<file path="src/scalar_pkg.sv">
/*
 * Shared widths, data types, opcode encoding and
 * packed instruction format of the scalar unit
 */
`default_nettype none

package scalar_pkg;

	////////////////////////////////////////////////////////////////////////////
	// Widths
	////////////////////////////////////////////////////////////////////////////

	localparam int DATA_WIDTH = 32;
	localparam int NUM_REGS = 16;

	typedef logic [$clog2(NUM_REGS)-1:0] reg_idx_t;
	typedef logic [DATA_WIDTH-1:0] data_t;
	typedef logic [15:0] imm_t;

	////////////////////////////////////////////////////////////////////////////
	// Opcodes
	////////////////////////////////////////////////////////////////////////////

	// Encodings 14 and 15 are unassigned and execute as NOP
	typedef enum logic [3:0] {
		NOP   = 4'd0,
		MOVI  = 4'd1,
		ADD   = 4'd2,
		SUB   = 4'd3,
		AND   = 4'd4,
		OR    = 4'd5,
		XOR   = 4'd6,
		SHL   = 4'd7,
		CMPEQ = 4'd8,
		CMPLT = 4'd9,
		JMP   = 4'd10,
		BRC   = 4'd11,
		OUT   = 4'd12,
		HALT  = 4'd13
	} opcode_t;

	////////////////////////////////////////////////////////////////////////////
	// Instruction word
	////////////////////////////////////////////////////////////////////////////

	// Fields from the top: op, dst, src1, src2, imm
	typedef struct packed {
		opcode_t op;
		reg_idx_t dst;
		reg_idx_t src1;
		reg_idx_t src2;
		imm_t imm;
	} instr_t;

endpackage

`default_nettype wire

</file>
<file path="src/exec_if.sv">
/*
 * Decoded instruction fields and the execute strobe,
 * with views for control, register file and ALU
 */
`timescale 1ns/1ps
`default_nettype none

interface exec_if;
	import scalar_pkg::*;

	opcode_t op;
	reg_idx_t dst;
	reg_idx_t src1;
	reg_idx_t src2;
	imm_t imm;

	// High for the single EXEC cycle of each instruction
	logic exec;

	modport ctrl (
		output op,
		output dst,
		output src1,
		output src2,
		output imm,
		output exec
	);

	modport regs (
		input dst,
		input src1,
		input src2,
		input exec
	);

	modport alu (
		input op,
		input imm,
		input exec
	);

endinterface

`default_nettype wire

</file>
<file path="src/reg_file.sv">
/*
 * Sixteen-entry register file
 * Two combinational read ports, one write port
 */
`timescale 1ns/1ps
`default_nettype none

module reg_file (
	input logic clock,
	input logic reset,
	exec_if.regs rf,
	input logic wb_en,
	input scalar_pkg::data_t wb_data,
	output scalar_pkg::data_t src1_data,
	output scalar_pkg::data_t src2_data
);
	import scalar_pkg::*;

	data_t regs [NUM_REGS];

	// Operand read during the EXEC cycle
	assign src1_data = regs[rf.src1];
	assign src2_data = regs[rf.src2];

	// Result lands at the end of EXEC
	always_ff @(posedge clock) begin
		if (reset) begin
			regs <= '{default: '0};
		end else if (rf.exec && wb_en) begin
			regs[rf.dst] <= wb_data;
		end
	end

endmodule

`default_nettype wire

</file>
<file path="src/flat_wrapper.sv">
// flat-port wrapper written by rule: the top's interface ports become plain ports
module reg_file_flat import scalar_pkg::*;
  (clock, reset, wb_en, wb_data, src1_data, src2_data, rf_dst, rf_src1, rf_src2, rf_exec);
  exec_if rf_i ();
  input logic clock;
  input logic reset;
  input logic wb_en;
  input scalar_pkg::data_t wb_data;
  output scalar_pkg::data_t src1_data;
  output scalar_pkg::data_t src2_data;
  input wire logic [$bits(rf_i.dst)-1:0] rf_dst;
  input wire logic [$bits(rf_i.src1)-1:0] rf_src1;
  input wire logic [$bits(rf_i.src2)-1:0] rf_src2;
  input wire logic [$bits(rf_i.exec)-1:0] rf_exec;
  assign rf_i.dst = rf_dst;
  assign rf_i.src1 = rf_src1;
  assign rf_i.src2 = rf_src2;
  assign rf_i.exec = rf_exec;
  reg_file u_core (.clock(clock), .reset(reset), .rf(rf_i), .wb_en(wb_en), .wb_data(wb_data), .src1_data(src1_data), .src2_data(src2_data));
endmodule
</file>
<file path="config.mk">
export PLATFORM = sky130hd
export DESIGN_NAME = reg_file_flat
export DESIGN_NICKNAME = d
export VERILOG_FILES = /design/src/scalar_pkg.sv /design/src/exec_if.sv /design/src/reg_file.sv /design/src/flat_wrapper.sv
export SDC_FILE = /design/constraint.sdc
export NUM_CORES = 1
export LEC_CHECK = 0
export BUFFER_PORTS_ARGS = -buffer_cell sky130_fd_sc_hd__buf_2
export CORE_ASPECT_RATIO = 1.25
export CORE_MARGIN = 3
export CORE_UTILIZATION = 47
export CTS_CLUSTER_DIAMETER = 50
export DETAILED_ROUTE_END_ITERATION = 7
export PLACE_DENSITY = 0.61
export SYNTH_ARGS = -nofsm -noshare
export SYNTH_HDL_FRONTEND = slang
export SYNTH_SLANG_ARGS = --single-unit
</file>
<file path="constraint.sdc">
create_clock -name clock -period 1.7 [get_ports clock]
set_input_delay 0.17 -clock clock [delete_from_list [all_inputs] [get_ports clock]]
set_output_delay 0.17 -clock clock [all_outputs]
set_load 0.03 [all_outputs]
</file>
# == Word level (Yosys, flattened, before mapping) ==
# Index checks and enable logic that the tools add are counted.
# classes
n_mul,0
n_addsub,0
bitwise,3
n_div,0
n_shift,0
magnitude_cmp,4
n_reduce_logical,2
eq_ne,0
n_mux,9
# ops
cell,n
512-bit bitwise mux,1
32-bit binary-select mux with 4-bit select,2
32-bit two-way mux,5
32-bit demux with 4-bit select,1
"5-bit >= comparator, second input constant",3
4-bit inverter with 5-bit output,3
"5-bit by 1-bit < comparator with 1-bit output, second input constant",1
1-bit logical AND,2
# totals
input_bits,48
wordCells,34
output_inout_bits,64
regBits,512
ramBits,0
latch_bits,0
n_memories,0
mem_bits_ro,0

# == Logic depth before layout (Yosys ltp) ==
# depth
depth_word,6
ltp_mapped,6
ltp_nobuf,3

# == Worst setup path before layout ==
# OpenSTA, ideal clock, no wires.
# synth_path
path_type,input to output
start,in rf_src1[0]
end,out src1_data[10]
slack_ns,0.006
stages,5
n_path_buf,2
arrival_ns,1.524
required_ns,1.530
cell_sequence,buf_4 > buf_2 > mux4_2 > a22oi_1 > nand2_1
# synth_via
elab_chain_cells,4
# synth_rtl
element,line,rtl
start: declaration,flat_wrapper.sv:12,input wire logic [$bits(rf_i.src1)-1:0] rf_src1;
4-bit inverter with 5-bit output (implied by the code),reg_file.sv:22,assign src1_data = regs[rf.src1];
32-bit binary-select mux with 4-bit select,reg_file.sv:22,
32-bit two-way mux (implied by the code) (2 in a row),reg_file.sv:22,
end: declaration,flat_wrapper.sv:9,output scalar_pkg::data_t src1_data;
# No other way between the ends. The select of a mux whose other input is x is not followed.

# == Worst setup path after layout ==
# layout_path
start,reg u_core.regs[417] (netlist name)
end,out src1_data[1]
# layout_via
elab_chain_cells,3
# layout_rtl
element,line,rtl
start: declaration,reg_file.sv:19,data_t regs [NUM_REGS];
start signal: indexed assignment,reg_file.sv:30,regs[rf.dst] <= wb_data;
32-bit binary-select mux with 4-bit select,reg_file.sv:22,
32-bit two-way mux (implied by the code) (2 in a row),reg_file.sv:22,
# No other way between the ends. The select of a mux whose other input is x is not followed.

==> run metrics <==
Reg2Reg Depth 3; via count 25930; area grow syn2layout 20.66%; vias in the first global route 24920; drt first pass iters 6; initial antenna violation count 4; final setup fails 64; Startpoint Class register; max reg flops 512; Synth async-reset ratio 0%; Peak VDD IR 0.0008967 V; slew margin rel. 45.72%; Final Skew 0 ns; sequential area share after synthesis 38.13%; first-pass GRT wire length 150600 um; Worst Setup EP src1_data[1]; status complete, but fails checks; most frequent cells in the layout nand3_1, a21oi_1, o21ai_0; Leak Pwr 10.30 nW; DR DRC count 0; Die X 219.9 um; core footprint 0.05631 mm^2; CTS buffer count 52; # IOs 112; initial drt markers 3706; Initial Util 47.74%; synth unique cells 25; grt ovf 0; PortBufs 111; worst setup path startpoint u_core.regs[417]$_SDFFE_PP0P_; CTS tree yes; mapped cell area 0.02688 mm^2; largest net degree at the start of global routing 115; FF-to-FF End u_core.regs[82]$_SDFFE_PP0P_; Crit path required time 1.53 ns; type of element capturing the critical path output pin; row count 97; Hold WC Path Type in2reg; die height 273.4 um; Worst Max-Slew Pin Slew 0.8142 ns; R2R setup slack 0.50 ns; Final Hold Fails 0; Final period util 125.8%; layout cell share with drive strength beyond 1 30.27%; Max Slew Vio Count 0; cell area after layout 0.03244 mm^2; DRT Wirelength 98530 um; Max Clk Rate 467.6 MHz; worst setup margin -0.4384 ns; reg-to-reg startpoint u_core.regs[82]$_SDFFE_PP0P_; drt wl/cell 26.86 um; all-layer global routing usage 32.01%; DP Area 0.02910 mm^2; Via-to-Cell Ratio 7.069; Syn Area/Cell 9.110 um^2; clock slew at reported path FFs 0.07 ns; Post-synth EDFFs 0; Bufs on Longest Clock Path 3; Worst Path Max Fanout 3; Syn. warnings 0; GPL Wtd Cong 0.8483; Worst-Skew Late Latency 0.59 ns; final core area utilization 57.60%; Worst Hold Path Cells 4; Routed Antenna Nets 0; failing checks setup timing; Yosys reg bits 512; min Tclk post-route 2.138 ns; Clock Tree Root clkbuf_16; Worst Setup Path Type reg2out; largest reg by FF count u_core.regs; CTS Sinks 512; Power Dens Cells 843.8 mW/mm^2; H-tree levels 2; Synth Instances 2951; die area 0.06012 mm^2; HPWL after DPL 56010 um; top flop regs u_core.regs x512; Syn Nets 2999; RSZ-0062 raised after global routing yes; ys flop type dfxtp_1; number of max-cap violations 0; Nets 2934; arrival time worst endpoint 1.97 ns
area by class of cell:
class,instances,area (um^2)
Multi-Input combinational cell,2008,15660
Timing Repair Buffer,312,3719
Tap cell,742,928.4
Clock buffer,76,1533
Clock inverter,16,231.5
Fill cell,4782,23880
Antenna cell,2,5.005
Sequential cell,512,10360
synthesized netlist by cell type, types with 19 or more instances:
master | count | share of area (%)
mux4_2 | 256 | 21
nand2_1 | 65 | 0.91
a21oi_1 | 512 | 9.5
buf_2 | 70 | 1.3
o21ai_1 | 19 | 0.35
dfxtp_1 | 512 | 38
buf_1 | 51 | 0.71
nand3_1 | 512 | 9.5
a22oi_1 | 128 | 3.6
clkbuf_1 | 284 | 4.0
buf_4 | 20 | 0.56
o21ai_0 | 493 | 9.2
critical path, stage by stage (launching register included):
cell and delay [ns]:
dfxtp_1 0.33, mux4_2 0.47, a22oi_2 0.25, nand2_2 0.14
buf_6 0.17
cells by family after synthesis:
logic type	Yosys count	share of synthesized area [%]
compound gates	1152	22.64
mux	256	21.45
buf+inv	431	6.744
flops	512	38.13
simple gates	600	11.04
how the worst min path moves through the flow:
stage                               endpoint                          start
6_report       u_core.regs[306]$_SDFFE_PP0P_                      rf_dst[2]
5_1_grt        u_core.regs[271]$_SDFFE_PP0P_                      rf_dst[2]
4_1_cts        u_core.regs[306]$_SDFFE_PP0P_                      rf_dst[2]
3_5_place_dp   u_core.regs[445]$_SDFFE_PP0P_  u_core.regs[445]$_SDFFE_PP0P_
3_3_place_gp   u_core.regs[483]$_SDFFE_PP0P_  u_core.regs[483]$_SDFFE_PP0P_
2_1_floorplan  u_core.regs[191]$_SDFFE_PP0P_  u_core.regs[191]$_SDFFE_PP0P_
per-layer routing:
metal | vias to the layer above | track usage [%] | routed length [um]
met3 | 260 | 5.651 | 10070
met1 | 13040 | 43.64 | 38420
met5 | - | 0 | 26
li1 | 10980 | - | -
met2 | 1646 | 50.72 | 46640
met4 | 4 | 12.82 | 3379
report_power, final:
part | total [mW] | internal (mW) | switching, mW
combinational | 3.12 | 1.04 | 2.09
sequential | 12.1 | 12.1 | 0.0636
clock | 12.1 | 7.01 | 5.09
repair_timing:
item,in CTS,in global routing
resized for setup,324,54
pin swaps,156,22
buffers inserted,0,0
setup endpoints to repair,64,64
endpoints found under the hold margin,511,0
cloned,0,0
hold buffers,34,0
through the flow:
step                      setup TNS [ns]  std cells  hold WS (ns)  setup slack (ns)  power [mW]
after floorplan                        0       2951        0.4605          0.006363       14.00
after global placement            -11.21       3540        0.4678           -0.2060       15.26
after detailed placement          -13.59       3540        0.4766           -0.2107       15.30
after CTS                         -21.80       3666        0.1416           -0.4195       27.39
after global routing              -23.81       3666        0.1841           -0.4721       27.99
final                             -20.72       3668        0.1615           -0.4384       27.37
Note: power is estimated with default switching activity, not from simulation.
