## config.mk

```make
export PLATFORM = sky130hd
export DESIGN_NAME = issue_ctrl_flat
export DESIGN_NICKNAME = d
export VERILOG_FILES = /design/src/scalar_pkg.sv /design/src/exec_if.sv /design/src/issue_ctrl.sv /design/src/flat_wrapper.sv
export SDC_FILE = /design/constraint.sdc
export NUM_CORES = 1
export LEC_CHECK = 0
export BUFFER_PORTS_ARGS = -buffer_cell sky130_fd_sc_hd__buf_4
export CAP_MARGIN = 20
export CORE_MARGIN = 2
export CORE_UTILIZATION = 21
export DETAILED_ROUTE_END_ITERATION = 6
export GPL_TIMING_DRIVEN = 0
export PLACE_DENSITY = 0.74
export SYNTH_ARGS = -nofsm -noshare
export SYNTH_HDL_FRONTEND = slang
export SYNTH_SLANG_ARGS = --single-unit
```

## constraint.sdc

```tcl
create_clock -name clock -period 0.84 [get_ports clock]
set_clock_uncertainty 0.05 [all_clocks]
set_input_delay 0.042 -clock clock [delete_from_list [all_inputs] [get_ports clock]]
set_output_delay 0.042 -clock clock [all_outputs]
set_load 0.01 [all_outputs]
```

## src/scalar_pkg.sv

```systemverilog
/*
 * Shared widths, data types, opcode encoding and
 * packed instruction format of the scalar unit
 */
`default_nettype none

package scalar_pkg;

	////////////////////////////////////////////////////////////////////////////
	// Widths
	////////////////////////////////////////////////////////////////////////////

	localparam int DATA_WIDTH = 32;
	localparam int NUM_REGS = 16;

	typedef logic [$clog2(NUM_REGS)-1:0] reg_idx_t;
	typedef logic [DATA_WIDTH-1:0] data_t;
	typedef logic [15:0] imm_t;

	////////////////////////////////////////////////////////////////////////////
	// Opcodes
	////////////////////////////////////////////////////////////////////////////

	// Encodings 14 and 15 are unassigned and execute as NOP
	typedef enum logic [3:0] {
		NOP   = 4'd0,
		MOVI  = 4'd1,
		ADD   = 4'd2,
		SUB   = 4'd3,
		AND   = 4'd4,
		OR    = 4'd5,
		XOR   = 4'd6,
		SHL   = 4'd7,
		CMPEQ = 4'd8,
		CMPLT = 4'd9,
		JMP   = 4'd10,
		BRC   = 4'd11,
		OUT   = 4'd12,
		HALT  = 4'd13
	} opcode_t;

	////////////////////////////////////////////////////////////////////////////
	// Instruction word
	////////////////////////////////////////////////////////////////////////////

	// Fields from the top: op, dst, src1, src2, imm
	typedef struct packed {
		opcode_t op;
		reg_idx_t dst;
		reg_idx_t src1;
		reg_idx_t src2;
		imm_t imm;
	} instr_t;

endpackage

`default_nettype wire

```

## src/exec_if.sv

```systemverilog
/*
 * Decoded instruction fields and the execute strobe,
 * with views for control, register file and ALU
 */
`timescale 1ns/1ps
`default_nettype none

interface exec_if;
	import scalar_pkg::*;

	opcode_t op;
	reg_idx_t dst;
	reg_idx_t src1;
	reg_idx_t src2;
	imm_t imm;

	// High for the single EXEC cycle of each instruction
	logic exec;

	modport ctrl (
		output op,
		output dst,
		output src1,
		output src2,
		output imm,
		output exec
	);

	modport regs (
		input dst,
		input src1,
		input src2,
		input exec
	);

	modport alu (
		input op,
		input imm,
		input exec
	);

endinterface

`default_nettype wire

```

## src/issue_ctrl.sv

```systemverilog
/*
 * Control FSM sequencing FETCH and EXEC per instruction,
 * run start and HALT detection
 */
`timescale 1ns/1ps
`default_nettype none

module issue_ctrl (
	input logic clock,
	input logic reset,
	input logic start,
	input scalar_pkg::instr_t instr,
	output logic fetch,
	output logic step,
	output logic restart,
	output logic busy,
	output logic term,
	exec_if.ctrl ex
);
	import scalar_pkg::*;

	typedef enum logic [1:0] {
		IDLE,
		FETCH,
		EXEC
	} state_t;

	state_t state;
	state_t state_next;
	logic is_halt;

	assign is_halt = (instr.op == HALT);

	////////////////////////////////////////////////////////////////////////////
	// State machine
	////////////////////////////////////////////////////////////////////////////

	always_comb begin
		state_next = state;
		case (state)
			IDLE: begin
				if (start) begin
					state_next = FETCH;
				end
			end
			FETCH: begin
				state_next = EXEC;
			end
			EXEC: begin
				// HALT ends the run, anything else fetches the next word
				if (is_halt) begin
					state_next = IDLE;
				end else begin
					state_next = FETCH;
				end
			end
			default: begin
				state_next = IDLE;
			end
		endcase
	end

	always_ff @(posedge clock) begin
		if (reset) begin
			state <= IDLE;
		end else begin
			state <= state_next;
		end
	end

	////////////////////////////////////////////////////////////////////////////
	// Strobes
	////////////////////////////////////////////////////////////////////////////

	// Start while idle clears the PC at the same edge
	assign restart = (state == IDLE) && start;
	assign fetch = (state == FETCH);
	assign step = (state == EXEC);
	assign busy = (state != IDLE);
	assign term = (state == EXEC) && is_halt;

	// Fetched word goes straight to the datapath
	assign ex.op = instr.op;
	assign ex.dst = instr.dst;
	assign ex.src1 = instr.src1;
	assign ex.src2 = instr.src2;
	assign ex.imm = instr.imm;
	assign ex.exec = step;

endmodule

`default_nettype wire

```

## src/flat_wrapper.sv

```systemverilog
// flat-port wrapper written by rule: the top's interface ports become plain ports
module issue_ctrl_flat import scalar_pkg::*;
  (clock, reset, start, instr, fetch, step, restart, busy, term, ex_op, ex_dst, ex_src1, ex_src2, ex_imm, ex_exec);
  exec_if ex_i ();
  input logic clock;
  input logic reset;
  input logic start;
  input scalar_pkg::instr_t instr;
  output logic fetch;
  output logic step;
  output logic restart;
  output logic busy;
  output logic term;
  output wire logic [$bits(ex_i.op)-1:0] ex_op;
  output wire logic [$bits(ex_i.dst)-1:0] ex_dst;
  output wire logic [$bits(ex_i.src1)-1:0] ex_src1;
  output wire logic [$bits(ex_i.src2)-1:0] ex_src2;
  output wire logic [$bits(ex_i.imm)-1:0] ex_imm;
  output wire logic [$bits(ex_i.exec)-1:0] ex_exec;
  assign ex_op = ex_i.op;
  assign ex_dst = ex_i.dst;
  assign ex_src1 = ex_i.src1;
  assign ex_src2 = ex_i.src2;
  assign ex_imm = ex_i.imm;
  assign ex_exec = ex_i.exec;
  issue_ctrl u_core (.clock(clock), .reset(reset), .start(start), .instr(instr), .fetch(fetch), .step(step), .restart(restart), .busy(busy), .term(term), .ex(ex_i));
endmodule
```

* Word level (Yosys, flattened, before mapping) *
Index checks and enable logic that the tools add are counted.

storage, ports and cells
  register bits after elaboration = 2
  input port bits = 35
  output and inout port bits = 38
  logic and storage cells = 12

operators by class
  eq/ne operators = 4
  mux-type cells = 3
  reduce and logical (&&, ||, !) cells = 4

operators by type and width
  cell                  number
  $pmux W2 S3           1
  $eq A4 B4 Y1 const B  1
  $eq A2 B1 Y1 const B  1
  $eq A2 B2 Y1 const B  1
  $logic_and A1 B1 Y1   2
  $logic_not A2 Y1      1
  $mux W2               1
  $ne A2 B2 Y1 const B  1
  $reduce_bool A2 Y1    1
  $mux W1               1

* Depth between registers and ports, before layout *
Gate-level depths: netlist of the first run.

  depth after elaboration = 3
  mapped depth = 2
  gate-level depth less buffers = 2

* Least setup slack after synthesis of the first run *
Ideal clock, no wire load.

  path type = reg-to-output
  start point = register u_core.state[1]
  end point = output term
  arrival time = 0.872 ns
  data required time = 0.748 ns
  setup slack = -0.124 ns
  stages on the path, launching flop included = 3
  path buffers = 0
  cell sequence = dfxtp_1 > nor2b_1 > and2_2

on the way
  longest elaborated chain between the ends = 2

RTL lines
  element                   line                RTL
  start: declaration        issue_ctrl.sv:28    state_t state;
  start signal: assignment  issue_ctrl.sv:67    state <= state_next;
  $eq A2 B2 Y1              --
  via ex_exec               flat_wrapper.sv:19  output wire logic [$bits(ex_i.exec)-1:0] ex_exec;
  $logic_and A1 B1 Y1       issue_ctrl.sv:80    assign term = (state == EXEC) && is_halt;
  end: declaration          flat_wrapper.sv:13  output logic term;

The timed path passes the listed nets, and every way through them passes these cells.

* Worst setup path in the final report of the first run *
  start point = register u_core.state[0]
  end point = output restart

on the way
  longest elaborated chain between the ends = 2

RTL lines
  element              line                RTL
  $logic_not A2 Y1     issue_ctrl.sv:76    assign restart = (state == IDLE) && start;
  $logic_and A1 B1 Y1  issue_ctrl.sv:76
  end: declaration     flat_wrapper.sv:11  output logic restart;

Every way passes these cells.

==> run metrics, run 1 <==
global-route congestion overflow total 0; Regs by FF count u_core.state x2; Max VDD drop 0.710 mV; switching power share of the total 0.267; wire length reported by the detailed router 1010 um; share of power burned in the clock network 0.300; top cells by area, synth sky130_fd_sc_hd__buf_4 (69%), sky130_fd_sc_hd__dfxtp_1 (11%), sky130_fd_sc_hd__nor2b_1 (5.3%), sky130_fd_sc_hd__a2111oi_2 (4.2%), sky130_fd_sc_hd__and4b_1 (2.8%); DRC violations left 0; adder and majority cell fraction of the synthesized area 0; number of antenna violations at the first check in global routing 0; part of the power in combinational logic 0.545; ANT cells 0; count of filler cells inserted in the layout 149; combinational family with the most area after synthesis buffers and inverters; total power density per cell area 893 mW/mm^2; mux contribution to synthesized area 0; root buf cell sky130_fd_sc_hd__clkbuf_4; master of the slowest instance on the critical path sky130_fd_sc_hd__dfxtp_2; maximum count of clock buffers along a single path 2; largest net degree at the start of global routing 6; synthesized netlist net count 80; height of the die 45.2 um; internal portion of total power 0.517 mW; area fraction in and, or, nand and nor cells after synthesis 0.140; Die Outline Area 0.00204 mm^2; parity-gate share of the synthesized area counting xor and xnor cells 0; max-capacitance violation count 0; Largest register FFs 2; count of warnings emitted by yosys 0; first-pass GRT wire length 1340 um; Clock transition at path regs 0.03 ns; sequential power share 0.155; largest register by flop count u_core.state; total routing usage reported by global routing 0.0907; Primary FF master, synth sky130_fd_sc_hd__dfxtp_1; Max-Slew Margin vs Limit 0.830; final setup violation count 7; library cell occupying the most area in the post-synthesis netlist sky130_fd_sc_hd__buf_4; clock tree from TritonCTS built; slew of the pin with the lowest slew margin 0.254 ns; Switching Power 0.189 mW; mean routed wirelength per cell 9.14 um; Max Freq 917 MHz; highest cell delay on the worst timing path 0.33 ns; count leader, synth sky130_fd_sc_hd__buf_4; fraction of synthesized cell area taken by the top area cell type 0.695; count of H-tree levels built during CTS 1; total design power 0.705 mW; share of final-layout standard cells stronger than drive strength 1 0.936; share of the cycle needed by the critical path after routing 1.30; arrival time of data at the critical path endpoint 1.00 ns; WP buf/inv 1; Layout Utilization 0.512; Final Net Count 131; via count 399; syn avg cell area 7.92 um^2; startpoint type of the worst setup path register; Hold WC Path Type in -> reg; post-synthesis instance area 357 um^2; share of the synthesized area in compound gates (AO/OA/AOI/OAI) 0.0421; Post-synth EDFFs 0; Hold Violations, Final 0; worst slack after detailed placement -0.113 ns; number of DRC markers in iteration 0 1; Inserted Clock Buffers 3; top post-synthesis cells by count sky130_fd_sc_hd__buf_4 (33), sky130_fd_sc_hd__nor2b_1 (3), sky130_fd_sc_hd__dfxtp_1 (2), sky130_fd_sc_hd__nor2_1 (2); kind of cell adding the most delay to the critical path simple AND/OR/NAND/NOR gates; required time at the worst-slack endpoint 0.75 ns; Seq/Total Area, Yosys 0.112; maximum fanout count along the critical path 4; RePlAce Congestion 0.613; FFs w/ async S/R, synth 0; num ports 73; critical-path cell list or2_4 -> nor2_4 -> buf_6; failing checks setup timing; FF+latch count, synth 2; RSZ-0062 raised after global routing yes; Placement Rows 14; status finished, violations left; clk sink count 2; length of the first detailed-routing pass in iterations 2; Syn Inst Count 45; worst setup path class reg -> out; Leakage 0.455 nW; vias in the first global route 355; critical path capture point type output port; DRT antenna net count 0; final worst path period need 1.09 ns; final design instance area without fill 790 um^2; IO buf count 44; width of the chip 45.2 um; Placed Area 717 um^2; area delta synth->final 121%; Floorplan Core Area 0.00154 mm^2; insertion delay to the later sink of the worst-skew pair 0.22 ns; library cells used by synthesis 9; final worst setup slack -0.250 ns; final slew viol count 0; starting density of the core 0.231; Vias per Instance 3.63
-- worst paths after layout --
kind,from,end,slack [ns],depth (start not counted)
hold reg to reg,u_core.state[0]$_SDFFE_PP0P_,u_core.state[0]$_SDFFE_PP0P_,0.42,1
setup reg to reg,u_core.state[1]$_SDFFE_PP0P_,u_core.state[0]$_SDFFE_PP0P_,-0.07,2
setup / recovery,u_core.state[0]$_SDFFE_PP0P_,restart,-0.25,3
hold / removal,start,u_core.state[0]$_SDFFE_PP0P_,0.10,3
-- layer usage --
metal	GRT usage	share of wire
met3	0.0120	0.14
met2	0.186	0.61
met1	0.0740	0.25
met4	0.0706	0
met5	0	0
-- cell families (layout without fill, tap and decap cells) --
family / Yosys count / after routing
compound gates: 1 / 1
buf+inv: 34 / 83
flops: 2 / 2
simple gates: 8 / 8
-- cell usage in the layout, fill, tap and decap left out, drive strengths merged --
master and count:
dlygate4sd3 1, clkbuf 3, and2 1, a2111oi 1, nor2 2, or2 1, nor2b 3, buf 78
and4b 1, dfxtp 2, inv 1
-- power by group through the flow --
stage               combinational (mW)  sequential, mW  clock (mW)
floorplan                        0.198           0.108           0
global placement                 0.364           0.109           0
detailed placement               0.369           0.110           0
CTS                              0.390           0.111       0.231
global route                     0.408           0.110       0.232
finish                           0.384           0.109       0.212
-- area by class of cell --
cell class              instances  area, um^2  share of cell area
multi-input cells               9        83.8               0.106
inverters                       1        3.75             0.00475
plain buffers                  33         251               0.319
well taps                      16        20.0              0.0254
flip-flops and latches          2        45.0              0.0571
repair buffers                 46         363               0.460
clock buffers                   3        22.5              0.0285
-- through the flow --
step,setup TNS [ns],hold WS (ns),std cells
6_report,-1.26,0.100,110
5_1_grt,-1.60,0.116,110
4_1_cts,-1.38,0.0917,110
3_5_place_dp,-0.414,0.173,105
3_3_place_gp,-0.334,0.168,105
2_1_floorplan,-0.128,0.0609,45
-- worst min-delay path, delay by kind of cell --
| family | cells | cell delay, ns |
|---|---|---|
| buffers and inverters | 1 | 0.11 |
| and+or+nand+nor | 1 | 0.11 |
| AOI/OAI and AO/OA | 1 | 0.06 |
-- what timing repair did --
action                     CTS  global route
hold endpoints to repair     2             0
hold buffers                 1             0
setup endpoints to repair    8             8
resized for setup           10             1
pin swaps                    0             1
setup buffers                1             0
(Power assumes the default switching activity.)
==> run 2: changes to the inputs <==
==> constraint.sdc (replaced) <==
create_clock -name clock -period 0.84 [get_ports clock]
set_clock_uncertainty 0.05 [all_clocks]
set_input_delay 0.168 -clock clock [delete_from_list [all_inputs] [get_ports clock]]
set_output_delay 0.168 -clock clock [all_outputs]
set_load 0.01 [all_outputs]
==> run 2 against run 1 <==
Effect of this change:
- the flow still finishes with violations (setup timing)
- largest cell class unchanged
- critical path type unchanged
- wire length down 3.0%
- via count up 4.5%
- non-clock buffer count up 1
- power about the same
==> run metrics, run 2 (synthesized netlist as in run 1, its figures left out) <==
mean routed wirelength per cell 8.78 um (was 9.14 um); share of final-layout standard cells stronger than drive strength 1 0.958 (was 0.936); Max VDD drop 0.712 mV (was 0.710 mV); failing checks setup timing (unchanged); master of the slowest instance on the critical path sky130_fd_sc_hd__dfxtp_4 (was sky130_fd_sc_hd__dfxtp_2); WP buf/inv 1 (unchanged); number of antenna violations at the first check in global routing 0 (unchanged); share of the cycle needed by the critical path after routing 1.45 (was 1.30); Die Outline Area 0.00204 mm^2 (unchanged); DP HPWL 900 um; maximum fanout count along the critical path 3 (was 4); RSZ-0062 raised after global routing yes (unchanged); ANT cells 0 (unchanged); part of the power in combinational logic 0.558 (was 0.545); highest-count cells in the layout ignoring fill and taps sky130_fd_sc_hd__buf_4 (77), sky130_fd_sc_hd__clkbuf_4 (3), sky130_fd_sc_hd__buf_6 (3) (was sky130_fd_sc_hd__buf_4 (73), sky130_fd_sc_hd__buf_6 (5), sky130_fd_sc_hd__clkbuf_4 (3)); wire length reported by the detailed router 975 um (was 1010 um); Hold Crit Endpoint u_core.state[0]$_SDFFE_PP0P_ (unchanged); largest net degree at the start of global routing 6 (unchanged); post-placement cell count 105 (unchanged); total met3 wirelength after detailed routing 127 um (was 142 um); critical-path cell list or2_4 -> nor2_4 -> buf_6 (unchanged); IO buf count 44 (unchanged); DRC violations left 0 (unchanged); Sequential Area 47.5 um^2 (was 45.0 um^2); uppermost routed layer met4 (was met3); worst flop-to-flop path startpoint u_core.state[0]$_SDFFE_PP0P_ (was u_core.state[1]$_SDFFE_PP0P_); largest register by flop count u_core.state (unchanged); kind of cell adding the most delay to the critical path flip-flops (was simple AND/OR/NAND/NOR gates); origin of the worst min-delay path reset (was start); Leakage 0.462 nW (was 0.455 nW); Vias per Instance 3.76 (was 3.63); height of the die 45.2 um (unchanged); critical path capture point type output port (unchanged); num ports 73 (unchanged); via count 417 (was 399); width of the chip 45.2 um (unchanged); Met2 Routed Length 567 um (was 612 um); final setup violation count 8 (was 7); status finished, violations left (unchanged); Switching Power 0.184 mW (was 0.189 mW); Reg2Reg Depth 3 (was 2); Regs by FF count u_core.state x2 (unchanged); Placement Rows 14 (unchanged); worst setup path class reg -> out (unchanged); Floorplan Core Area 0.00154 mm^2 (unchanged); final worst setup slack -0.374 ns (was -0.250 ns); count of filler cells inserted in the layout 153 (was 149); M1 WL 272 um (was 249 um); Inserted Clock Buffers 3 (unchanged); Hold Violations, Final 0 (unchanged); DRT antenna net count 0 (unchanged); slew of the pin with the lowest slew margin 0.244 ns (was 0.254 ns); most frequent standard cell in the layout excluding fill and tap cells sky130_fd_sc_hd__buf_4 (unchanged); Final Net Count 132 (was 131); share of power burned in the clock network 0.290 (was 0.300); fin cells 111 (was 110); count of cells along the worst hold path 2 (was 3); internal portion of total power 0.521 mW (was 0.517 mW); startpoint type of the worst setup path register (unchanged); count of H-tree levels built during CTS 1 (unchanged); required time at the worst-slack endpoint 0.62 ns (was 0.75 ns); total power density per cell area 885 mW/mm^2 (was 893 mW/mm^2); final worst path period need 1.21 ns (was 1.09 ns); length of the first detailed-routing pass in iterations 4 (was 2); Placed Area 731 um^2 (was 717 um^2); clk sink count 2 (unchanged); starting density of the core 0.231 (unchanged); clock tree from TritonCTS built (unchanged); Max-Slew Margin vs Limit 0.837 (was 0.830); number of DRC markers in iteration 0 2 (was 1); Clock transition at path regs 0.03 ns (about the same); first-pass GRT wire length 1350 um (was 1340 um); Layout Utilization 0.517 (was 0.512); switching power share of the total 0.261 (was 0.267); global-route congestion overflow total 0 (unchanged); arrival time of data at the critical path endpoint 1.00 ns (about the same); final design instance area without fill 797 um^2 (was 790 um^2); max-capacitance violation count 0 (unchanged); area delta synth->final 124% (was 121%); area of the multi-input gates 91.3 um^2 (was 83.8 um^2); Largest register FFs 2 (unchanged); endpoint of the worst register-to-register path u_core.state[0]$_SDFFE_PP0P_ (unchanged); RePlAce Congestion 0.582 (was 0.613); insertion delay to the later sink of the worst-skew pair 0.22 ns (about the same); highest cell delay on the worst timing path 0.34 ns (was 0.33 ns); Max Freq 823 MHz (was 917 MHz); final slew viol count 0 (unchanged); maximum count of clock buffers along a single path 2 (unchanged); vias in the first global route 362 (was 355); Hold WC Path Type in -> reg (unchanged); total routing usage reported by global routing 0.0908 (was 0.0907); slack of the worst reg-to-reg path -0.17 ns (was -0.07 ns); sequential power share 0.151 (was 0.155); hold buffers post-CTS 0 (was 1); root buf cell sky130_fd_sc_hd__clkbuf_4 (unchanged)
run 2: changes by cell type in the layout (fill, tap and decap cells not counted):
| cell | change |
|---|---|
| sky130_fd_sc_hd__buf_4 | +4 |
| sky130_fd_sc_hd__buf_6 | -2 |
| sky130_fd_sc_hd__dfxtp_2 | -1 |
| sky130_fd_sc_hd__dfxtp_4 | +1 |
| sky130_fd_sc_hd__dlygate4sd3_1 | -1 |
| sky130_fd_sc_hd__nor2b_1 | -1 |
| sky130_fd_sc_hd__nor2b_4 | +1 |
run 2: worst max path at each step:
stage,start,endpoint,slack [ns],cells after the start
global route,u_core.state[0]$_SDFFE_PP0P_,restart,-0.41,3
floorplan,u_core.state[1]$_SDFFE_PP0P_,restart,-0.08,2
finish,u_core.state[0]$_SDFFE_PP0P_,restart,-0.37,3
CTS,u_core.state[0]$_SDFFE_PP0P_,restart,-0.39,3
global placement,instr[29],term,-0.20,4
detailed placement,instr[29],term,-0.20,4
run 2: repair_timing:
| action | 4_1_cts | 5_1_grt |
|---|---|---|
| buffers inserted | 2 | 1 |
| setup endpoints to repair | 7 | 8 |
| pin swaps | 1 | 0 |
| gates resized for setup | 6 | 0 |
run 2: final cells by class:
| cell class | count | area share |
|---|---|---|
| Clock buffer | 3 | 0.0283 |
| Timing Repair Buffer | 47 | 0.457 |
| Multi-Input combinational cell | 9 | 0.115 |
| Buffer | 33 | 0.311 |
| Sequential cell | 2 | 0.0597 |
| Tap cell | 16 | 0.0251 |
| Inverter | 1 | 0.00471 |
run 2: power groups by stage:
| stage | clock network, mW | registers, mW | logic, mW |
|---|---|---|---|
| 5_1_grt | 0.222 | 0.108 | 0.419 |
| 3_3_place_gp | 0 | 0.113 | 0.369 |
| 6_report | 0.205 | 0.107 | 0.394 |
| 3_5_place_dp | 0 | 0.113 | 0.375 |
| 4_1_cts | 0.219 | 0.108 | 0.395 |
| 2_1_floorplan | 0 | 0.112 | 0.203 |
run 2: metrics by stage:
stage               power, mW  TNS, ns  hold slack [ns]  worst slack [ns]
finish                  0.706    -2.11           0.0582            -0.374
global route            0.750    -2.46           0.0539            -0.411
CTS                     0.721    -2.25           0.0505            -0.388
detailed placement      0.488   -0.823            0.285            -0.195
global placement        0.482   -0.766            0.285            -0.197
floorplan               0.315   -0.211            0.179           -0.0751
run 2: layer usage:
layer	vias to the layer above	global-route usage
met5	-	0
met4	0	0.0176
met3	2	0.0480
met2	28	0.151
met1	181	0.103
li1	206	-
