`config.mk`:
```
export PLATFORM = sky130hd
export DESIGN_NAME = pc_unit
export DESIGN_NICKNAME = d
export VERILOG_FILES = /design/src/pc_unit.sv
export SDC_FILE = /design/constraint.sdc
export NUM_CORES = 1
export LEC_CHECK = 0
export CAP_MARGIN = 20
export CELL_PAD_IN_SITES_DETAIL_PLACEMENT = 0
export CELL_PAD_IN_SITES_GLOBAL_PLACEMENT = 1
export CORE_AREA = 2 2 39 41
export DETAILED_ROUTE_END_ITERATION = 7
export DIE_AREA = 0 0 41 43
export DONT_BUFFER_PORTS = 1
export GPL_TIMING_DRIVEN = 0
export PLACE_DENSITY_LB_ADDON = 0.1
export SLEW_MARGIN = 20
export SYNTH_ARGS = -nofsm -noshare
export SYNTH_HDL_FRONTEND = slang
export SYNTH_SLANG_ARGS = --single-unit
```
`constraint.sdc`:
```
create_clock -name clock -period 1.7 [get_ports clock]
set_clock_uncertainty 0.05 [all_clocks]
set_input_delay 0.085 -clock clock [delete_from_list [all_inputs] [get_ports clock]]
set_output_delay 0.085 -clock clock [all_outputs]
set_load 0.02 [all_outputs]
```
`src/pc_unit.sv`:
```
/*
 * Program counter with restart, sequential step
 * and jump or branch load
 */
`timescale 1ns/1ps
`default_nettype none

module pc_unit #(
	parameter int ADDR_WIDTH = 8
) (
	input logic clock,
	input logic reset,
	input logic restart,
	input logic step,
	input logic taken,
	input logic [ADDR_WIDTH-1:0] target,
	output logic [ADDR_WIDTH-1:0] pc
);

	logic [ADDR_WIDTH-1:0] pc_next;

	// Increment wraps at the end of instruction memory
	always_comb begin
		pc_next = pc;
		if (restart) begin
			pc_next = '0;
		end else if (step) begin
			if (taken) begin
				pc_next = target;
			end else begin
				pc_next = pc + 1'b1;
			end
		end
	end

	always_ff @(posedge clock) begin
		if (reset) begin
			pc <= '0;
		end else begin
			pc <= pc_next;
		end
	end

endmodule

`default_nettype wire

```
# --- After elaboration in Yosys (flattened, before gate mapping) ---
# Cells that the tools add are included.
totals:
  regBits: 8
  in_bits: 13
  out_inout_bits: 8
classes:
  n_reduce_logical: 1
  addsub: 1
  n_mux: 1
op_table:
  columns: ["operator", "n"]
  rows:
  - ["adder 8 x 1 -> 8 bit (second input constant)", 1]
  - ["2-to-1 mux 8 bit", 1]
  - ["OR reduction 2 bit", 1]

# --- Longest topological paths before layout ---
# Gate-level depths: netlist of run 1.
logic_depth:
  depth_word: 2
  depth_mapped: 5

# --- Least setup slack after synthesis of run 1 ---
# No wires, ideal clock.
synth_timing:
  path_kind: "reg-to-reg"
  from: "reg pc[0]"
  to: "reg pc[4]"
  setup_time_ps: 95
  synth_period_minus_slack_ps: 1389
  path_stages_with_launch: 5
  arrival_time_ps: 1243
  t_required_ps: 1555
  slack_ps: 311
  cell_sequence: "dfxtp_1 -> ha_1 -> and3_2 -> o21ai_0 -> a221oi_1"
synth_via:
  elab_chain_cells: 2
synth_lines:
  columns: ["element", "line", "text"]
  rows:
  - ["start, declared", "17", "output logic [ADDR_WIDTH-1:0] pc"]
  - ["start signal, assigned", "40", "pc <= pc_next;"]
  - ["adder 8 x 1 -> 8 bit", "31", "pc_next = pc + 1'b1;"]
  - ["2-to-1 mux 8 bit", "28", "if (taken) begin"]
# No other way between the ends.
# A chain may end at the register's enable or synchronous reset.

# --- Final worst setup path of run 1 ---
layout_timing:
  from: "reg pc[1]"
  to: "reg pc[6]"
# The elaborated chain is that of the path after synthesis.

==> metrics.md, run 1 <==
| Metric | Value |
|---|---|
| Worst Setup End Kind | `register` |
| DIE WIDTH | `approximately 40 um` |
| CP max FO | `6` |
| Die ar. | `0.00176 mm^2` |
| Final setup fails | `0` |
| Hold Fails Final Rpt | `0` |
| Initial Utilization | `0.346` |
| Global route overflow | `0` |
| Crit Reg-Reg Startpoint | `pc[1]$_SDFFE_PP0P_` |
| Drt total wl | `between 1000 and 1500 um` |
| Fillcell total | `156` |
| Max Cap Violations | `0` |
| Number of routed nets with antenna violations | `0` |
| Clk_lat worst skew | `0.25 ns` |
| RSZ-0062 raised after global routing | `no` |
| Post-synth EDFFs | `0` |
| Mapped cell area | `between 400 and 500 um^2` |
| First-pass GRT wire length | `1780 um` |
| Lkg Pwr | `approximately 0.20 nW` |
| Crit path from | `pc[1]$_SDFFE_PP0P_` |
| Final worst path period need | `between 1.5 and 2 ns` |
| Setup TNS Final | `0 ns` |
| Drt drc | `0` |
| Biggest register | `pc` |
| Final Power | `around 400 uW` |
| Slew Viols, Final | `0` |
| Rel. slew slack | `0.688` |
| Post-DP Area | `about 500 um^2` |
| Pin count of the biggest net entering global routing | `11` |
| H-tree depth | `1` |
| Final period util | `0.896` |
| Hold Slack | `between 0.015 and 0.02 ns` |
| Area grow syn2layout | `9.14%` |
| I/O Buffers | `0` |
| Clk root buf | `clkbuf_4` |
| Max reg flops | `8` |
| Startpoint types | `register` |
| Status | `finished clean` |
| CTS tree | `done` |
| Initial antenna violation count | `0` |
| HP Start | `target[0]` |
| Max rail drop VDD | `between 0.3 and 0.4 mV` |
| Io pins | `21` |
| Core footprint | `roughly 0.0014 mm^2` |
| TritonCTS Buffers | `3` |
| Share of layout cells above drive strength 1 | `0.152` |
| Setup bufs post-CTS | `0` |
| Ys async rst share | `0` |
| Final net count | `82` |
| Sequential area share after synthesis | `0.334` |
| Pre-antenna DRT Iters | `4` |
| Area contributors post-synth | `dfxtp_1, a21oi_1, o21ai_0` |
| Routed len/inst | `approximately 14 um` |
| WP data arrival | `between 1.5 and 2 ns` |
| Synth unique cells | `26` |
| Synth Area per Inst | `7.61 um^2` |
| GRT Resource Usage Total | `0.150` |
| Area leader, netlist | `dfxtp_1` |
| Total via count in the routed design | `between 400 and 500` |
| Die height | `approximately 43 um` |
| Biggest regs | `pc (8)` |
| Synth top area share | `0.334` |
| Yosys warns | `0` |
| Commonest cells in the netlist | `a21oi_1, dfxtp_1, nor2_1, o21ai_0, nand2_1` |
| Max Root-Sink Buffers | `2` |
| Std cell rows | `14` |
| Mapped Nets | `just under 80` |
| Yosys reg bits | `8` |
| Final instance area | `about 520 um^2` |
| Via-per-instance ratio | `approximately 5.5` |
| Clock-pin slew on the worst setup and hold paths | `approximately 0.05 ns` |
| Fmax | `around 660 MHz` |
| Slew at the pin closest to its max-slew limit | `between 0.4 and 0.5 ns` |
| Clk sink count | `8` |
| Primary FF master, synth | `dfxtp_1` |
| Worst path required time | `~1.8 ns` |
| Kind of critical path | `register to register` |
| Syn Inst Count | `63` |
| Vias in the first global route | `between 400 and 500` |
| Ant diodes | `0` |
| Initial drt markers | `10` |
| Routability Congestion | `about 0.64` |
| HP Class | `input port to register` |
| Pwr per Cell Area | `approximately 770 mW/mm^2` |
[metal layers]
metal / routed length [um] / track usage / vias to the layer above
met2: 526 / 0.209 / 19
met5: 0 / 0 / -
met4: 6 / 0.0800 / 0
li1: - / - / 236
met3: 84 / 0.0314 / 2
met1: 563 / 0.208 / 194
[worst max-delay path: stages (launching register included)]
cell	delay (ns)
dfxtp_1	0.53
ha_1	0.25
and3_2	0.23
nand4_1	0.09
a21o_1	0.18
a21oi_1	0.12
[timing repair]
item	in CTS	in global routing
hold buffers	0	0
endpoints found under the setup margin	0	1
resized for setup	0	1
[stage by stage]
step / utilization / cells / setup slack (ns)
CTS: 0.377 / 82 / 0.157
detailed placement: 0.361 / 79 / 0.169
global placement: 0.361 / 79 / 0.178
floorplan: - / 63 / 0.311
global route: 0.378 / 82 / 0.0174
finish: 0.378 / 82 / 0.177
[power by group]
part           leakage, nW  switching (mW)  total [mW]  internal, mW
logic                0.122          0.0277      0.0458        0.0181
clock network       0.0138          0.0653       0.146        0.0808
registers           0.0654          0.0157       0.209         0.193
[final cells by class]
| type | count | area (um^2) | area share |
|---|---|---|---|
| Multi-Input combinational cell | 48 | 290 | 0.555 |
| Tap cell | 16 | 20.0 | 0.0383 |
| Inverter | 3 | 11.3 | 0.0215 |
| Clock buffer | 3 | 22.5 | 0.0431 |
| Buffer | 4 | 17.5 | 0.0335 |
| Sequential cell | 8 | 161 | 0.309 |
[cell families after synthesis]
group | after synthesis | share of synthesized area
buffers and inverters | 7 | 0.0601
adder cells (fa/ha/maj) | 1 | 0.0261
multiplexers | 2 | 0.0418
flip-flops | 8 | 0.334
AND/OR/NAND/NOR | 22 | 0.251
AO/OA/AOI/OAI | 23 | 0.287
[layout by cell type (no fill, tap or decap), drive strengths merged, types with 2 or more instances in the layout]
cell type,instances
buf,2
nand4,2
inv,3
a21o,2
mux2i,2
a211oi,2
and3,2
dfxtp,8
a31oi,2
o21ai,6
nor2,6
a21oi,8
clkbuf,5
nand2,4
nand3,3
[final timing paths]
path	endpoint	slack, ns	depth (start not counted)
min reg2reg	pc[0]$_SDFFE_PP0P_	0.53	2
max reg2reg	pc[6]$_SDFFE_PP0P_	0.18	5
max	pc[6]$_SDFFE_PP0P_	0.18	5
min	pc[0]$_SDFFE_PP0P_	0.02	2
(Power assumes the default switching activity.)
==> run 2, diff against run 1 <==
--- a/config.mk
+++ b/config.mk
@@ -5,12 +5,13 @@
 export SDC_FILE = /design/constraint.sdc
 export NUM_CORES = 1
 export LEC_CHECK = 0
+export ABC_AREA = 1
 export CAP_MARGIN = 20
 export CELL_PAD_IN_SITES_DETAIL_PLACEMENT = 0
 export CELL_PAD_IN_SITES_GLOBAL_PLACEMENT = 1
-export CORE_AREA = 2 2 39 41
+export CORE_MARGIN = 2
+export CORE_UTILIZATION = 38
 export DETAILED_ROUTE_END_ITERATION = 7
-export DIE_AREA = 0 0 41 43
 export DONT_BUFFER_PORTS = 1
 export GPL_TIMING_DRIVEN = 0
 export PLACE_DENSITY_LB_ADDON = 0.1
==> metrics.md, run 2 <==
| Metric | Value |
|---|---|
| Status | `finished clean` |
| Primary FF master, synth | `dfxtp_1` |
| Biggest register | `pc` |
| Max rail drop VDD | `0.373 mV (+17%)` |
| Commonest cells in the netlist | `nand2_1, nor2_1, nand3_1, dfxtp_1` |
| Core footprint | `0.00128 mm^2 (-7.1%)` |
| Clock-pin slew on the worst setup and hold paths | `0.05 ns (about the same)` |
| Via-per-instance ratio | `5.29 (-3.8%)` |
| Setup TNS Final | `0 ns (unchanged)` |
| Flop pwr share | `0.517 (-0.005)` |
| Clk pwr share | `0.347 (-0.017)` |
| Global route overflow | `0 (unchanged)` |
| Io pins | `21 (unchanged)` |
| Logic gate share of total power | `0.135 (+0.021)` |
| Biggest regs | `pc (8)` |
| RSZ-0062 raised after global routing | `no` |
| CP most frequent cell | `nand3_1` |
| Cells along the critical path | `ha_1 -> nand3_1 -> o21ai_0 -> nand3_1 -> nand2_1 -> a21oi_1` |
| Slew Viols, Final | `0 (unchanged)` |
| Synth top area share | `0.308 (-0.0265)` |
| Share of layout cells above drive strength 1 | `0.148 (-0.00379)` |
| Worst Setup End Kind | `register` |
| Area contributors post-synth | `dfxtp_1, nand2_1, nand3_1` |
| Most frequent cells in the layout | `nand2_1, nor2_1, nand3_1` |
| Critical path's largest stage delay | `0.53 ns (about the same)` |
| Synth unique cells | `20 (-23%)` |
| Fillcell total | `155 (-0.64%)` |
| Lkg Pwr | `0.236 nW (+17%)` |
| Startpoint types | `register` |
| Slowest stage cell, crit path | `dfxtp_1` |
| Pin count of the biggest net entering global routing | `11 (unchanged)` |
| CP max FO | `6 (unchanged)` |
| Syn Inst Count | `82 (+30%)` |
| Fin util | `0.461 (+0.0826)` |
| Clk_lat worst skew | `0.25 ns (about the same)` |
| WP data arrival | `1.55 ns (-0.11 ns)` |
| CP top delay family | `flip-flops` |
| CTS tree | `done` |
| Number of routed nets with antenna violations | `0 (unchanged)` |
| Routability Congestion | `0.706 (+10%)` |
| Max reg flops | `8 (unchanged)` |
| Yosys warns | `0 (unchanged)` |
| Most frequent cell after synthesis | `nand2_1` |
| Routed len/inst | `12.1 um (-16%)` |
| Mapped cell area | `520 um^2 (+8.6%)` |
| Most common cell after layout, fill and taps aside | `nand2_1` |
| Post-synth EDFFs | `0 (unchanged)` |
| Ys async rst share | `0 (unchanged)` |
| Pre-antenna DRT Iters | `4 (unchanged)` |
| DP HPWL | `888 um` |
| Area grow syn2layout | `13.7%` |
| Initial Utilization | `0.405 (+0.0588)` |
| Sequential area share after synthesis | `0.308 (-0.0265)` |
| Int Pwr | `299 uW (+2.4%)` |
| Max Root-Sink Buffers | `2 (unchanged)` |
| Drt drc | `0 (unchanged)` |
| Setup bufs post-CTS | `0 (unchanged)` |
| Final setup fails | `0 (unchanged)` |
| DIE WIDTH | `41.0 um (about the same)` |
| Mapped Nets | `96 (+25%)` |
| Area leader, netlist | `dfxtp_1` |
| Slew at the pin closest to its max-slew limit | `0.361 ns (-0.108 ns)` |
| Clk sink count | `8 (unchanged)` |
| Max Cap Violations | `0 (unchanged)` |
| I/O Buffers | `0 (unchanged)` |
| GRT Resource Usage Total | `0.182 (+0.0320)` |
| Initial drt markers | `6 (-4)` |
| Final period util | `0.863 (-0.0327)` |
| Clk root buf | `clkbuf_4` |
| Drt total wl | `1250 um (+5.9%)` |
| Die height | `41.0 um (-4.6%)` |
| Yosys reg bits | `8 (unchanged)` |
| Hold Fails Final Rpt | `0 (unchanged)` |
| H-tree depth | `1 (unchanged)` |
| Die ar. | `0.00168 mm^2 (-4.6%)` |
| Switching power | `111 uW (+2.2%)` |
| Ant diodes | `0 (unchanged)` |
| Final worst path period need | `1.47 ns (-0.0556 ns)` |
| Synth Area per Inst | `6.35 um^2 (-17%)` |
| Pwr per Cell Area | `693 mW/mm^2 (-9.6%)` |
| HP Class | `input port to register` |
| Final net count | `104 (+27%)` |
| Worst path required time | `1.78 ns (-0.05 ns)` |
| Std cell rows | `13 (-1)` |
| Rel. slew slack | `0.759 (+0.0714)` |
| First-pass GRT wire length | `1980 um (+11%)` |
| Net Sw Frac | `0.271 (about the same)` |
| Vias in the first global route | `462 (+9.2%)` |
| TritonCTS Buffers | `3 (unchanged)` |
| Fmax | `682 MHz (+3.8%)` |
| Total via count in the routed design | `545 (+21%)` |
| Buf+Inv Stages, Crit Path | `0 (unchanged)` |
| Initial antenna violation count | `0 (unchanged)` |
| Kind of critical path | `register to register` |
run 2: cell count changes in the layout (fill, tap and decap cells not counted), sizes merged, moves of 3 or more:
cell         before  now
nor2              6   14
inv               3    9
nand2             4   22
nand3             3    9
dlygate4sd3       0    3
run 2: cell type report:
type	instances	area, um^2	area share
sequential	8	160	0.271
clock buffer	3	22.5	0.0381
inverter	9	33.8	0.0571
multi-input combinational	63	310	0.524
timing repair buffer	3	30.0	0.0507
buffer	2	16.3	0.0275
tap	15	18.8	0.0317
run 2: worst paths after layout:
kind	startpoint	endpoint	slack, ns	cells after the start
setup / recovery	pc[0]$_SDFFE_PP0P_	pc[6]$_SDFFE_PP0P_	0.23	6
hold / removal	taken	pc[2]$_SDFFE_PP0P_	0.03	2
setup reg to reg	pc[0]$_SDFFE_PP0P_	pc[6]$_SDFFE_PP0P_	0.23	6
hold reg to reg	pc[7]$_SDFFE_PP0P_	pc[7]$_SDFFE_PP0P_	0.56	2
run 2: kinds of logic after synthesis:
group | Yosys count | share of synthesized area
adder cells (fa/ha/maj) | 1 | 0.0240
AND/OR/NAND/NOR | 47 | 0.401
flip-flops | 8 | 0.308
buffers and inverters | 11 | 0.0961
AO/OA/AOI/OAI | 15 | 0.171
run 2: per-layer routing:
metal	global-route usage	wire, um	vias up
met5	0	0	-
met4	0.0250	0	0
met3	0.0815	88	0
met2	0.281	593	15
met1	0.236	569	251
li1	-	-	279
run 2: worst register-to-register path: cells and delay by family (launching register included):
family,cells,cell delay (ns)
AOI/OAI and AO/OA,2,0.23
and+or+nand+nor,3,0.27
adders and majority gates,1,0.25
DFF,1,0.53
run 2: what timing repair did:
item | in CTS | in global routing
resized for setup | 0 | 0
hold buffers | 3 | 0
hold endpoints to repair | 3 | 0
run 2: stage by stage:
step           worst slack [ns]  instance area [um^2]  cells  hold slack (ns)  power (mW)
2_1_floorplan             0.384                   520     82            0.207       0.255
3_3_place_gp              0.241                   539     97            0.224       0.266
3_5_place_dp              0.230                   539     97            0.226       0.267
4_1_cts                   0.217                   592    103           0.0240       0.418
5_1_grt                  0.0719                   592    103           0.0310       0.434
6_report                  0.233                   592    103           0.0266       0.410
run 2: power by group through the flow:
stage	clock network (mW)	logic [mW]	registers [mW]
after floorplan	0	0.0415	0.213
final	0.143	0.0556	0.212
after CTS	0.150	0.0559	0.212
after global placement	0	0.0499	0.216
after global routing	0.156	0.0639	0.214
after detailed placement	0	0.0504	0.216
==> run 3, diff against run 2 <==
--- a/config.mk
+++ b/config.mk
@@ -15,6 +15,7 @@
 export DONT_BUFFER_PORTS = 1
 export GPL_TIMING_DRIVEN = 0
 export PLACE_DENSITY_LB_ADDON = 0.1
+export REMOVE_ABC_BUFFERS = 1
 export SLEW_MARGIN = 20
 export SYNTH_ARGS = -nofsm -noshare
 export SYNTH_HDL_FRONTEND = slang
==> constraint.sdc (replaced) <==
create_clock -name clock -period 1.6 [get_ports clock]
set_clock_uncertainty 0.05 [all_clocks]
set_input_delay 0.08 -clock clock [delete_from_list [all_inputs] [get_ports clock]]
set_output_delay 0.08 -clock clock [all_outputs]
set_load 0.02 [all_outputs]
==> metrics.md, run 3 (same netlist as run 2, synthesis figures left out) <==
| Metric | Value |
|---|---|
| Setup bufs post-CTS | `0 (unchanged)` |
| Pwr per Cell Area | `742 mW/mm^2 (+7.1%)` |
| Rel. slew slack | `0.762 (+0.00283)` |
| Status | `finished clean` |
| Via-per-instance ratio | `5.14 (-2.9%)` |
| Total via count in the routed design | `524 (-3.9%)` |
| Kind of critical path | `register to register` |
| Max reg flops | `8 (unchanged)` |
| M2 GR Usage | `0.281 (unchanged)` |
| Biggest regs | `pc (8)` |
| Startpoint types | `register` |
| Drt total wl | `1220 um (-2.2%)` |
| Worst path required time | `1.69 ns (-0.09 ns)` |
| Biggest register | `pc` |
| Global route overflow | `0 (unchanged)` |
| Area grow syn2layout | `12.7%` |
| Die height | `41.0 um (unchanged)` |
| Final setup fails | `0 (unchanged)` |
| Drt drc | `0 (unchanged)` |
| Ant diodes | `0 (unchanged)` |
| CTS tree | `done` |
| CP max FO | `5 (-1)` |
| Initial drt markers | `11 (+5)` |
| Met1 usage | `0.252 (+0.0156)` |
| Std cell rows | `13 (unchanged)` |
| Vias in the first global route | `440 (-4.8%)` |
| Pin count of the biggest net entering global routing | `15 (+4)` |
| DIE WIDTH | `41.0 um (unchanged)` |
| I/O Buffers | `0 (unchanged)` |
| WP data arrival | `1.53 ns (-0.02 ns)` |
| Io pins | `21 (unchanged)` |
| HP Class | `input port to register` |
| First-pass GRT wire length | `2000 um (+1.1%)` |
| Fmax | `693 MHz (+1.7%)` |
| Clk root buf | `clkbuf_4` |
| Max Root-Sink Buffers | `2 (unchanged)` |
| Initial antenna violation count | `0 (unchanged)` |
| Setup TNS Final | `0 ns (unchanged)` |
| Met3 usage | `0.0380 (-0.0435)` |
| RSZ-0062 raised after global routing | `no` |
| Max rail drop VDD | `0.599 mV (+60%)` |
| DP HPWL | `849 um (-4.4%)` |
| TritonCTS Buffers | `3 (unchanged)` |
| Slew Viols, Final | `0 (unchanged)` |
| Slew at the pin closest to its max-slew limit | `0.356 ns (-0.00424 ns)` |
| Initial Utilization | `0.405 (unchanged)` |
| Hold Fails Final Rpt | `0 (unchanged)` |
| Share of layout cells above drive strength 1 | `0.138 (-0.00980)` |
| Most common cell after layout, fill and taps aside | `nand2_1` |
| Pre-antenna DRT Iters | `4 (unchanged)` |
| Final worst path period need | `1.44 ns (-0.0239 ns)` |
| Clk sink count | `8 (unchanged)` |
| Routed len/inst | `12.0 um (-1.2%)` |
| Final period util | `0.902 (+0.0390)` |
| Number of routed nets with antenna violations | `0 (unchanged)` |
| GRT Resource Usage Total | `0.189 (+0.00654)` |
| Worst Setup End Kind | `register` |
| Fin util | `0.457 (-0.00389)` |
| Die ar. | `0.00168 mm^2 (unchanged)` |
| Final net count | `103 (-0.96%)` |
| Clk_lat worst skew | `0.25 ns (about the same)` |
| Routability Congestion | `0.645 (-8.7%)` |
| Lkg Pwr | `0.232 nW (-1.4%)` |
| Most frequent cells in the layout | `nand2_1, nor2_1, nand3_1` |
| Top Usage Layer GRT | `met2` |
| Max Cap Violations | `0 (unchanged)` |
| H-tree depth | `1 (unchanged)` |
| Clock-pin slew on the worst setup and hold paths | `0.06 ns (about the same)` |
| Core footprint | `0.00128 mm^2 (unchanged)` |
run 3: changes by cell type in the layout (fill, tap and decap cells not counted):
cell	delta
dfxtp_1	-1
dlygate4sd3_1	+1
buf_2	-1
buf_6	-1
dfxtp_2	+1
run 3: through the flow:
stage                     setup slack (ns)  power [mW]  instance area (um^2)  hold WS [ns]  cells
after global routing                0.0265       0.469                   587        0.0204    102
after floorplan                      0.284       0.265                   504         0.123     80
final                                0.157       0.436                   587       0.00621    102
after CTS                            0.130       0.444                   586       0.00253    102
after detailed placement             0.145       0.276                   523         0.128     95
after global placement               0.137       0.275                   523         0.129     95
run 3: report_power, final:
group / switching (mW) / internal (mW)
logic: 0.0311 / 0.0238
registers: 0.0187 / 0.207
clock network: 0.0695 / 0.0859
run 3: routing by layer:
metal / wire length [um] / vias to the layer above
met2: 550 / 13
met1: 590 / 232
met3: 66 / 2
met4: 15 / 0
li1: - / 277
met5: 0 / -
run 3: critical path, cell delays in order, from the launching register on:
cell,delay (ns)
dfxtp_1,0.51
ha_1,0.25
nand3_1,0.13
o21ai_0,0.18
nand3_1,0.08
nand2_1,0.07
a21oi_1,0.05
run 3: area by class of cell:
type	instances	area, um^2
multi-input combinational	63	310
tap	15	18.8
sequential	8	161
fill	156	698
timing repair buffer	4	40.0
inverter	9	33.8
clock buffer	3	22.5
run 3: timing repair:
| action | CTS | global route |
|---|---|---|
| hold endpoints to repair | 4 | 0 |
| gates resized for setup | 0 | 1 |
| hold buffers | 4 | 0 |
| setup endpoints to repair | 0 | 1 |
run 3: worst paths after layout:
kind / slack [ns] / depth (start not counted) / start / endpoint
worst max register to register: 0.16 / 6 / pc[1]$_SDFFE_PP0P_ / pc[6]$_SDFFE_PP0P_
worst min register to register: 0.55 / 2 / pc[7]$_SDFFE_PP0P_ / pc[7]$_SDFFE_PP0P_
worst max-delay path: 0.16 / 6 / pc[1]$_SDFFE_PP0P_ / pc[6]$_SDFFE_PP0P_
worst min-delay path: 0.006 / 3 / step / pc[6]$_SDFFE_PP0P_
